<file path="src/hdl/rtcPkg.sv">
`default_nettype none

package rtcPkg;

	// one BCD field, two digits
	localparam int DATA_W = 8;
	localparam int FIELD_W = 2;
	localparam int PAGE_DEPTH = 4;

	// field order, shared by all three pages
	localparam logic [FIELD_W-1:0] FIELD_SEC = 2'd0;
	localparam logic [FIELD_W-1:0] FIELD_MIN = 2'd1;
	localparam logic [FIELD_W-1:0] FIELD_HOUR = 2'd2;
	localparam logic [FIELD_W-1:0] FIELD_DAY = 2'd3;

	// last BCD value of each field before rollover
	localparam logic [DATA_W-1:0] SEC_LAST = 8'h59;
	localparam logic [DATA_W-1:0] MIN_LAST = 8'h59;
	localparam logic [DATA_W-1:0] HOUR_LAST = 8'h23;
	localparam logic [DATA_W-1:0] DAY_LAST = 8'h99;

	// short second for simulation
	localparam int TICKS_PER_SEC_DEFAULT = 32;

	typedef enum logic [0:0] {KEEP_IDLE, KEEP_WRITE} keeperState_t;

	typedef enum logic [1:0] {SCAN_IDLE, SCAN_READ, SCAN_COMPARE, SCAN_LAP} scanState_t;

endpackage

`default_nettype wire

</file>
<file path="src/hdl/timeKeeper.sv">
`default_nettype none
`timescale 1ns/1ns

module timeKeeper #(
	parameter int TICKS_PER_SEC = rtcPkg::TICKS_PER_SEC_DEFAULT
) (
	input wire clk,
	input wire reset,
	input wire setStrobe,
	input wire [rtcPkg::FIELD_W-1:0] setField,
	input wire [rtcPkg::DATA_W-1:0] setValue,
	output logic writeStrobe,
	output logic [rtcPkg::FIELD_W-1:0] writeField,
	output logic [rtcPkg::DATA_W-1:0] writeData,
	output logic secondDone,
	output logic [rtcPkg::DATA_W-1:0] seconds,
	output logic [rtcPkg::DATA_W-1:0] minutes,
	output logic [rtcPkg::DATA_W-1:0] hours,
	output logic [rtcPkg::DATA_W-1:0] days
);

	import rtcPkg::*;

	localparam int TICK_W = (TICKS_PER_SEC > 1) ? $clog2(TICKS_PER_SEC) : 1;

	logic [TICK_W-1:0] tickCount;
	logic tickLast;
	keeperState_t state;
	logic [FIELD_W-1:0] writeIndex;

	// two-digit BCD increment with wrap at lastValue
	function automatic logic [DATA_W-1:0] bcdNext(input logic [DATA_W-1:0] value,
		input logic [DATA_W-1:0] lastValue);
		if (value == lastValue)
			return '0;
		else if (value[3:0] == 4'd9)
			return {value[DATA_W-1:4] + 4'd1, 4'd0};
		else
			return value + 1'b1;
	endfunction

	assign tickLast = (tickCount == TICK_W'(TICKS_PER_SEC - 1));

	//////////////////////////////////////////////////
	// tick counter and BCD time
	//////////////////////////////////////////////////

	always_ff @(posedge clk)
	begin
		if (reset)
		begin
			tickCount <= '0;
			seconds <= '0;
			minutes <= '0;
			hours <= '0;
			days <= '0;
		end
		else if (setStrobe)
		begin
			// a set restarts the second
			tickCount <= '0;
			case (setField)
				FIELD_SEC: seconds <= setValue;
				FIELD_MIN: minutes <= setValue;
				FIELD_HOUR: hours <= setValue;
				default: days <= setValue;
			endcase
		end
		else if (tickLast)
		begin
			tickCount <= '0;
			seconds <= bcdNext(seconds, SEC_LAST);
			if (seconds == SEC_LAST)
			begin
				minutes <= bcdNext(minutes, MIN_LAST);
				if (minutes == MIN_LAST)
				begin
					hours <= bcdNext(hours, HOUR_LAST);
					if (hours == HOUR_LAST)
						days <= bcdNext(days, DAY_LAST);
				end
			end
		end
		else
			tickCount <= tickCount + 1'b1;
	end

	//////////////////////////////////////////////////
	// write-back of the four fields into the bank
	//////////////////////////////////////////////////

	always_ff @(posedge clk)
	begin
		if (reset)
		begin
			state <= KEEP_IDLE;
			writeIndex <= FIELD_SEC;
			secondDone <= 1'b0;
		end
		else
		begin
			// pulse once the day field has gone out
			secondDone <= (state == KEEP_WRITE) && (writeIndex == FIELD_DAY);
			if (setStrobe || tickLast)
			begin
				state <= KEEP_WRITE;
				writeIndex <= FIELD_SEC;
			end
			else if (state == KEEP_WRITE)
			begin
				if (writeIndex == FIELD_DAY)
					state <= KEEP_IDLE;
				writeIndex <= writeIndex + 1'b1;
			end
		end
	end

	assign writeStrobe = (state == KEEP_WRITE);
	assign writeField = writeIndex;

	always_comb
	begin
		case (writeIndex)
			FIELD_SEC: writeData = seconds;
			FIELD_MIN: writeData = minutes;
			FIELD_HOUR: writeData = hours;
			default: writeData = days;
		endcase
	end

endmodule

`default_nettype wire

</file>
<file path="src/hdl/timeBank.sv">
`default_nettype none
`timescale 1ns/1ns

module timeBank (
	input wire clk,
	input wire reset,
	input wire writeStrobe,
	input wire [rtcPkg::FIELD_W-1:0] writeField,
	input wire [rtcPkg::DATA_W-1:0] writeData,
	input wire lapCapture,
	input wire alarmCapture,
	input wire alarmRead,
	input wire [rtcPkg::FIELD_W-1:0] alarmField,
	input wire lapRead,
	input wire [rtcPkg::FIELD_W-1:0] lapField,
	output logic [rtcPkg::DATA_W-1:0] alarmData,
	output logic [rtcPkg::DATA_W-1:0] lapWord
);

	import rtcPkg::*;

	logic [DATA_W-1:0] livePage [PAGE_DEPTH];
	logic [DATA_W-1:0] alarmPage [PAGE_DEPTH];
	logic [DATA_W-1:0] lapPage [PAGE_DEPTH];

	//////////////////////////////////////////////////
	// page storage
	//////////////////////////////////////////////////

	// copies take the live page as it was before this edge's write
	always_ff @(posedge clk)
	begin
		if (reset)
		begin
			for (int i = 0; i < PAGE_DEPTH; i++)
			begin
				livePage[i] <= '0;
				alarmPage[i] <= '0;
				lapPage[i] <= '0;
			end
		end
		else
		begin
			for (int i = 0; i < PAGE_DEPTH; i++)
			begin
				if (lapCapture)
					lapPage[i] <= livePage[i];
				if (alarmCapture)
					alarmPage[i] <= livePage[i];
			end
			if (writeStrobe)
				livePage[writeField] <= writeData;
		end
	end

	//////////////////////////////////////////////////
	// read ports, alarm side has priority
	//////////////////////////////////////////////////

	always_ff @(posedge clk)
	begin
		if (reset)
		begin
			alarmData <= '0;
			lapWord <= '0;
		end
		else
		begin
			alarmData <= alarmRead ? alarmPage[alarmField] : '0;
			lapWord <= (lapRead && !alarmRead) ? lapPage[lapField] : '0;
		end
	end

endmodule

`default_nettype wire

</file>
<file path="src/hdl/alarmScanner.sv">
`default_nettype none
`timescale 1ns/1ns

module alarmScanner (
	input wire clk,
	input wire reset,
	input wire secondDone,
	input wire [rtcPkg::DATA_W-1:0] seconds,
	input wire [rtcPkg::DATA_W-1:0] minutes,
	input wire [rtcPkg::DATA_W-1:0] hours,
	input wire alarmEnable,
	input wire lapRequest,
	input wire [rtcPkg::FIELD_W-1:0] lapRequestField,
	input wire [rtcPkg::DATA_W-1:0] alarmData,
	input wire [rtcPkg::DATA_W-1:0] lapWord,
	output logic alarmRead,
	output logic [rtcPkg::FIELD_W-1:0] alarmField,
	output logic lapRead,
	output logic [rtcPkg::FIELD_W-1:0] lapField,
	output logic alarmHit,
	output logic lapValid,
	output logic [rtcPkg::DATA_W-1:0] lapData
);

	import rtcPkg::*;

	scanState_t state;
	logic [FIELD_W-1:0] readIndex;
	logic matchAcc;
	logic lapPending;
	logic [FIELD_W-1:0] lapSel;
	logic lapFetched;
	logic acceptRequest;

	// a request is dropped while another one waits
	assign acceptRequest = lapRequest && !lapPending;

	//////////////////////////////////////////////////
	// scan and lap sequencing
	//////////////////////////////////////////////////

	always_ff @(posedge clk)
	begin
		if (reset)
		begin
			state <= SCAN_IDLE;
			readIndex <= FIELD_SEC;
			matchAcc <= 1'b0;
			lapPending <= 1'b0;
			lapSel <= FIELD_SEC;
			alarmHit <= 1'b0;
		end
		else
		begin
			alarmHit <= 1'b0;
			if (acceptRequest)
			begin
				lapPending <= 1'b1;
				lapSel <= lapRequestField;
			end
			case (state)
				SCAN_IDLE:
				begin
					if (secondDone)
					begin
						state <= SCAN_READ;
						readIndex <= FIELD_SEC;
					end
					else if (lapPending || lapRequest)
					begin
						// served now, so nothing stays pending
						state <= SCAN_LAP;
						lapPending <= 1'b0;
					end
				end
				SCAN_READ:
				begin
					// alarmData lags the field address by one cycle
					if (readIndex == FIELD_MIN)
						matchAcc <= (alarmData == seconds);
					else if (readIndex == FIELD_HOUR)
						matchAcc <= matchAcc && (alarmData == minutes);
					if (readIndex == FIELD_HOUR)
						state <= SCAN_COMPARE;
					readIndex <= readIndex + 1'b1;
				end
				SCAN_COMPARE:
				begin
					alarmHit <= alarmEnable && matchAcc && (alarmData == hours);
					state <= SCAN_IDLE;
				end
				default:
				begin
					if (secondDone)
					begin
						state <= SCAN_READ;
						readIndex <= FIELD_SEC;
					end
					else
						state <= SCAN_IDLE;
				end
			endcase
		end
	end

	assign alarmRead = (state == SCAN_READ);
	assign alarmField = readIndex;
	assign lapRead = (state == SCAN_LAP);
	assign lapField = lapSel;

	//////////////////////////////////////////////////
	// lap result
	//////////////////////////////////////////////////

	always_ff @(posedge clk)
	begin
		if (reset)
		begin
			lapFetched <= 1'b0;
			lapValid <= 1'b0;
			lapData <= '0;
		end
		else
		begin
			lapFetched <= lapRead;
			lapValid <= lapFetched;
			if (lapFetched)
				lapData <= lapWord;
		end
	end

endmodule

`default_nettype wire

</file>
<file path="src/hdl/rtcTop.sv">
`default_nettype none
`timescale 1ns/1ns

module rtcTop #(
	parameter int TICKS_PER_SEC = rtcPkg::TICKS_PER_SEC_DEFAULT
) (
	input wire clk,
	input wire reset,
	input wire setStrobe,
	input wire [rtcPkg::FIELD_W-1:0] setField,
	input wire [rtcPkg::DATA_W-1:0] setValue,
	input wire lapCapture,
	input wire alarmCapture,
	input wire alarmEnable,
	input wire lapRequest,
	input wire [rtcPkg::FIELD_W-1:0] lapRequestField,
	output wire [rtcPkg::DATA_W-1:0] seconds,
	output wire [rtcPkg::DATA_W-1:0] minutes,
	output wire [rtcPkg::DATA_W-1:0] hours,
	output wire [rtcPkg::DATA_W-1:0] days,
	output wire alarmHit,
	output wire lapValid,
	output wire [rtcPkg::DATA_W-1:0] lapData
);

	import rtcPkg::*;

	// keeper to bank
	wire writeStrobe;
	wire [FIELD_W-1:0] writeField;
	wire [DATA_W-1:0] writeData;
	wire secondDone;

	// scanner to bank and back
	wire alarmRead;
	wire [FIELD_W-1:0] alarmField;
	wire [DATA_W-1:0] alarmData;
	wire lapRead;
	wire [FIELD_W-1:0] lapField;
	wire [DATA_W-1:0] lapWord;

	timeKeeper #(
		.TICKS_PER_SEC(TICKS_PER_SEC)
	) keeper (
		.clk(clk),
		.reset(reset),
		.setStrobe(setStrobe),
		.setField(setField),
		.setValue(setValue),
		.writeStrobe(writeStrobe),
		.writeField(writeField),
		.writeData(writeData),
		.secondDone(secondDone),
		.seconds(seconds),
		.minutes(minutes),
		.hours(hours),
		.days(days)
	);

	timeBank bank (
		.clk(clk),
		.reset(reset),
		.writeStrobe(writeStrobe),
		.writeField(writeField),
		.writeData(writeData),
		.lapCapture(lapCapture),
		.alarmCapture(alarmCapture),
		.alarmRead(alarmRead),
		.alarmField(alarmField),
		.lapRead(lapRead),
		.lapField(lapField),
		.alarmData(alarmData),
		.lapWord(lapWord)
	);

	alarmScanner scanner (
		.clk(clk),
		.reset(reset),
		.secondDone(secondDone),
		.seconds(seconds),
		.minutes(minutes),
		.hours(hours),
		.alarmEnable(alarmEnable),
		.lapRequest(lapRequest),
		.lapRequestField(lapRequestField),
		.alarmData(alarmData),
		.lapWord(lapWord),
		.alarmRead(alarmRead),
		.alarmField(alarmField),
		.lapRead(lapRead),
		.lapField(lapField),
		.alarmHit(alarmHit),
		.lapValid(lapValid),
		.lapData(lapData)
	);

endmodule

`default_nettype wire

</file>
<file path="config.mk">
export PLATFORM = sky130hd
export DESIGN_NAME = rtcTop
export DESIGN_NICKNAME = d
export VERILOG_FILES = /design/src/hdl/rtcPkg.sv /design/src/hdl/timeKeeper.sv /design/src/hdl/timeBank.sv /design/src/hdl/alarmScanner.sv /design/src/hdl/rtcTop.sv
export SDC_FILE = /design/constraint.sdc
export NUM_CORES = 1
export LEC_CHECK = 0
export BUFFER_PORTS_ARGS = -buffer_cell sky130_fd_sc_hd__buf_2
export CORE_UTILIZATION = 60
export CTS_CLUSTER_DIAMETER = 150
export DETAILED_ROUTE_END_ITERATION = 10
export HOLD_SLACK_MARGIN = 0.15
export PLACE_DENSITY = 0.86
export SLEW_MARGIN = 10
export SYNTH_ARGS = -nofsm -noshare
export SYNTH_HDL_FRONTEND = slang
export SYNTH_SLANG_ARGS = --single-unit
</file>
<file path="constraint.sdc">
create_clock -name clk -period 3.66 [get_ports clk]
set_input_delay 0.183 -clock clk [delete_from_list [all_inputs] [get_ports clk]]
set_output_delay 0.183 -clock clk [all_outputs]
set_load 0.05 [all_outputs]
</file>
==> results_tabular.tex <==
\begin{tabular}{lr}
\hline
Metric & Value \\
\hline
\multicolumn{2}{l}{\textbf{Run status}} \\
\quad Run status & completed \\
\multicolumn{2}{l}{\textbf{CTS}} \\
\quad Largest buffer count on any clock path & 2 \\
\quad Worst-skew pair later-pin latency & 0.43 ns \\
\quad Root buffer cell & sky130\_fd\_sc\_hd\_\_clkbuf\_16 \\
\quad Post-CTS resize count & 0 \\
\quad Clock tree from TritonCTS & done \\
\quad Count of clock tree sinks & around 170 \\
\quad Total number of H-tree levels & 4 \\
\quad CTS clk-pin slew, worst paths & 0.06 ns \\
\quad TritonCTS buffer count & 17 \\
\multicolumn{2}{l}{\textbf{STA}} \\
\quad Period Utilization, post-route & 75.5\% \\
\quad Fmax achieved & 362 MHz \\
\quad Final slew viol count & 0 \\
\quad Final setup margin & 0.897 ns \\
\quad Count of endpoints failing hold in the final timing report & 0 \\
\quad Final Setup Violations & 0 \\
\quad Remaining max-slew budget at the tightest pin & 35.5\% \\
\quad Setup Total Neg Slack & 0 ns \\
\quad Worst-margin pin slew & approximately 0.96 ns \\
\quad Fin Clk Skew & 0.00614 ns \\
\quad Setup repair after global routing missed its margin & no \\
\quad Tmin final & 2.76 ns \\
\multicolumn{2}{l}{\textbf{Global routing}} \\
\quad Overall fraction of global-route tracks in use & 29.3\% \\
\quad First-pass GRT wire length & roughly 31,000 um \\
\quad Vias in the first global route & 5,981 \\
\quad Pin count of the biggest net entering global routing & 52 \\
\quad GRT overflow & 0 \\
\quad Number of antenna violations at the first check in global routing & 0 \\
\multicolumn{2}{l}{\textbf{Floorplan}} \\
\quad Die Outline Area & 0.0141 mm\^{}2 \\
\quad Effective utilization at floorplan & $\sim$62\% \\
\quad Boundary Pins & 61 \\
\quad Die Span X & between 100 and 150 um \\
\quad Vertical die dimension & 119 um \\
\quad Standard-cell row count & 42 \\
\quad Floorplan core area & between 0.01 and 0.015 mm\^{}2 \\
\multicolumn{2}{l}{\textbf{Worst setup path}} \\
\quad Worst setup path endpoint & keeper.days[5]\$\_SDFFE\_PP0P\_ \\
\quad Length in cells of the worst reg-to-reg path & 8 \\
\quad R2R Setup Slk & 0.90 ns \\
\quad Reg2Reg Launch Point & keeper.tickCount[0]\$\_SDFF\_PP0\_ \\
\quad Startpoint-to-endpoint class of the critical path & reg2reg \\
\quad Critical R2R Capture & keeper.days[5]\$\_SDFFE\_PP0P\_ \\
\quad Startpoint class of the critical path & flop \\
\quad Crit-path max FO & 15 \\
\quad Kind of capture point of the worst setup path & flop \\
\quad Critical path data required time & 4.02 ns \\
\quad Critical Path AT & 3.12 ns \\
\quad Critical path startpoint & keeper.tickCount[0]\$\_SDFF\_PP0\_ \\
\multicolumn{2}{l}{\textbf{Detailed routing}} \\
\quad Total via count in the routed design & $\sim$6.1k \\
\quad Number of remaining DRC errors & 0 \\
\quad DR iter-0 viols & 892 \\
\quad Total wirelength of the detailed-routed design & 19,800 um \\
\quad Antenna viol nets, final & 0 \\
\quad Vias per cell & 6.24 \\
\quad Detailed-router iteration count before antenna repair & 6 \\
\quad WL per Instance & 20.2 um \\
\multicolumn{2}{l}{\textbf{Pwr}} \\
\quad PwrDens & approximately 470 mW/mm\^{}2 \\
\quad Max VDD drop & $\sim$0.37 mV \\
\quad Leak & about 0.0036 uW \\
\multicolumn{2}{l}{\textbf{Synthesis}} \\
\quad Syn\_area\_per\_cell & 11.0 um\^{}2 \\
\quad Yosys Warn Count & 0 \\
\quad Simple-gate share of the synthesized area & 18.7\% \\
\quad Synth top area share & a little over a third \\
\quad Largest area contributor in the synthesized netlist & sky130\_fd\_sc\_hd\_\_edfxtp\_1 \\
\quad Share of synthesized cell area in full adder, half adder and majority cells & 3.68\% \\
\quad Xor/xnor share of the synthesized area & 3.11\% \\
\quad Proportion of register bits with asynchronous set or reset after synthesis & 0\% \\
\quad Number of standard cells after synthesis & 743 \\
\quad Sequential area share after synthesis & a little over half \\
\quad Nets in the synthesized netlist & roughly 790 \\
\quad Largest cells by area after synthesis & sky130\_fd\_sc\_hd\_\_edfxtp\_1 (35\%), sky130\_fd\_sc\_hd\_\_dfxtp\_1 (19\%), sky130\_fd\_sc\_hd\_\_and2\_1 (5.3\%), sky130\_fd\_sc\_hd\_\_mux4\_2 (4.4\%), sky130\_fd\_sc\_hd\_\_ha\_1 (3.7\%) \\
\quad Netlist area before placement & a little over 0.008 mm\^{}2 \\
\quad Distinct cells, synth & 62 \\
\quad Post-synth top flop & sky130\_fd\_sc\_hd\_\_edfxtp\_1 \\
\quad Mux contribution to synthesized area & 6.69\% \\
\quad Compound-gate portion of the synthesized area & 10.5\% \\
\quad Seq cells post-synth & 172 \\
\quad Dominant combinational cell family by area after synthesis & simple AND/OR/NAND/NOR gates \\
\quad Number of flops mapped to enable cells by yosys & 96 \\
\multicolumn{2}{l}{\textbf{Cells and area}} \\
\quad Number of antenna diodes & 0 \\
\quad Area growth, synth to finish & 12.2\% \\
\quad Layout Cells excl Fill & 977 \\
\quad Leading cell types in the layout, fill and taps excluded & sky130\_fd\_sc\_hd\_\_edfxtp\_1 (96), sky130\_fd\_sc\_hd\_\_dfxtp\_1 (76), sky130\_fd\_sc\_hd\_\_and2\_1 (69) \\
\quad Leading cell type in the layout, fill and taps excluded & sky130\_fd\_sc\_hd\_\_edfxtp\_1 \\
\quad Filler cell count in the final layout & about 930 \\
\quad Layout Nets & 831 \\
\quad Layout cells sized above 1 & 16.5\% \\
\multicolumn{2}{l}{\textbf{Place}} \\
\quad Placer Congestion & roughly 0.91 \\
\quad HPWL after detailed placement & around 13,000 um \\
\quad DP Worst Slack & 0.950 ns \\
\quad I/O Buffers & 60 \\
\quad Placed insts & 940 \\
\multicolumn{2}{l}{\textbf{Flow run}} \\
\quad Reported max-cap violation count & 0 \\
\multicolumn{2}{l}{\textbf{Min path}} \\
\quad Type of the worst min-delay path & in2reg \\
\hline
\end{tabular}
## worst min-delay path by stage
stage	to	startpoint	cells past startpoint	slack (ns)
6_report	keeper.hours[5]$_SDFFE_PP0P_	setValue[5]	3	0.19
2_1_floorplan	scanner.lapField[0]$_SDFFE_PP0P_	lapRequestField[0]	2	0.33
3_5_place_dp	scanner.lapField[1]$_SDFFE_PP0P_	lapRequestField[1]	3	0.43
5_1_grt	keeper.hours[5]$_SDFFE_PP0P_	setValue[5]	3	0.21
4_1_cts	keeper.hours[5]$_SDFFE_PP0P_	setValue[5]	3	0.18
3_3_place_gp	scanner.lapField[0]$_SDFFE_PP0P_	lapRequestField[0]	3	0.42
## flip-flops by register name (all words and copies together) (netlist names), 2 cells and up
name,cells
bank.alarmData,8
keeper.minutes,8
scanner.state,2
keeper.writeField,2
keeper.tickCount,5
keeper.hours,8
scanner.lapData,8
bank.livePage,32
bank.alarmPage,32
keeper.days,8
bank.lapPage,32
keeper.seconds,8
scanner.lapField,2
scanner.alarmField,2
bank.lapWord,8
## cell usage after synthesis, types with 6 or more instances
master,number
sky130_fd_sc_hd__a21oi_1,22
sky130_fd_sc_hd__nor2b_1,18
sky130_fd_sc_hd__edfxtp_1,96
sky130_fd_sc_hd__ha_1,24
sky130_fd_sc_hd__nand3_1,18
sky130_fd_sc_hd__xnor2_1,24
sky130_fd_sc_hd__dfxtp_1,76
sky130_fd_sc_hd__nor3_1,6
sky130_fd_sc_hd__mux2i_1,13
sky130_fd_sc_hd__nand4_1,6
sky130_fd_sc_hd__and3_1,12
sky130_fd_sc_hd__clkbuf_1,38
sky130_fd_sc_hd__a22oi_1,8
sky130_fd_sc_hd__nor2_1,68
sky130_fd_sc_hd__and2_1,69
sky130_fd_sc_hd__a222oi_1,8
sky130_fd_sc_hd__o21ai_1,7
sky130_fd_sc_hd__nand2b_1,13
sky130_fd_sc_hd__inv_1,24
sky130_fd_sc_hd__o21ai_0,37
sky130_fd_sc_hd__o31ai_1,14
sky130_fd_sc_hd__nand2_1,50
sky130_fd_sc_hd__mux4_2,16
## critical path, stage by stage (launching register included)
cell	delay (ns)
sky130_fd_sc_hd__dfxtp_1	0.37
sky130_fd_sc_hd__ha_1	0.19
sky130_fd_sc_hd__and3_1	0.16
sky130_fd_sc_hd__ha_1	0.28
sky130_fd_sc_hd__nand4b_1	0.15
sky130_fd_sc_hd__or4_4	0.47
sky130_fd_sc_hd__o41a_1	0.65
sky130_fd_sc_hd__a31o_1	0.28
sky130_fd_sc_hd__a21oi_1	0.13
## kinds of logic (layout without fill, tap and decap cells)
group                      after synthesis  count (layout)
AOI/OAI and AO/OA                      129             129
xor gates and xnor gates                29              29
adders and majority gates               24              24
buffers and inverters                   69             127
DFF                                    172             172
muxes                                   34              34
and+or+nand+nor                        286             286
## power breakdown
part | internal [uW] | switching, uW
clock | 945 | 788
combinational | 136 | 220
sequential | 2120 | 76.3
## routing by layer
layer / vias up / global-route usage (%) / part of all wire, %
met1: 2958 / 37.1 / 39
li1: 2751 / - / -
met3: 50 / 7.96 / 9.2
met2: 334 / 47.7 / 49
met4: 0 / 11.6 / 2.3
met5: - / 0 / 0
## metrics by stage
step	power, uW	cell area, um^2	hold slack [ns]	util [%]
after floorplan	2460	8170	0.330	-
after global placement	2560	8550	0.424	64.6
after detailed placement	2580	8550	0.430	64.6
after CTS	4280	9160	0.181	69.2
after global routing	4390	9160	0.210	69.2
final	4290	9160	0.191	69.2
## timing repair
action | in CTS | in global routing
hold buffers | 5 | 0
buffers inserted | 0 | 0
endpoints found under the hold margin | 6 | 0
## area by class of cell
class                   count  area (um^2)  share of cell area [%]
clock buffers              17          425                    4.64
inverters                  24         90.1                   0.983
repair buffers             71          395                    4.32
well taps                 176          220                    2.40
flip-flops and latches    172         4400                    48.1
clock inverters            15          135                    1.47
multi-input cells         502         3490                    38.1
Note: power is estimated with default switching activity, not from simulation.
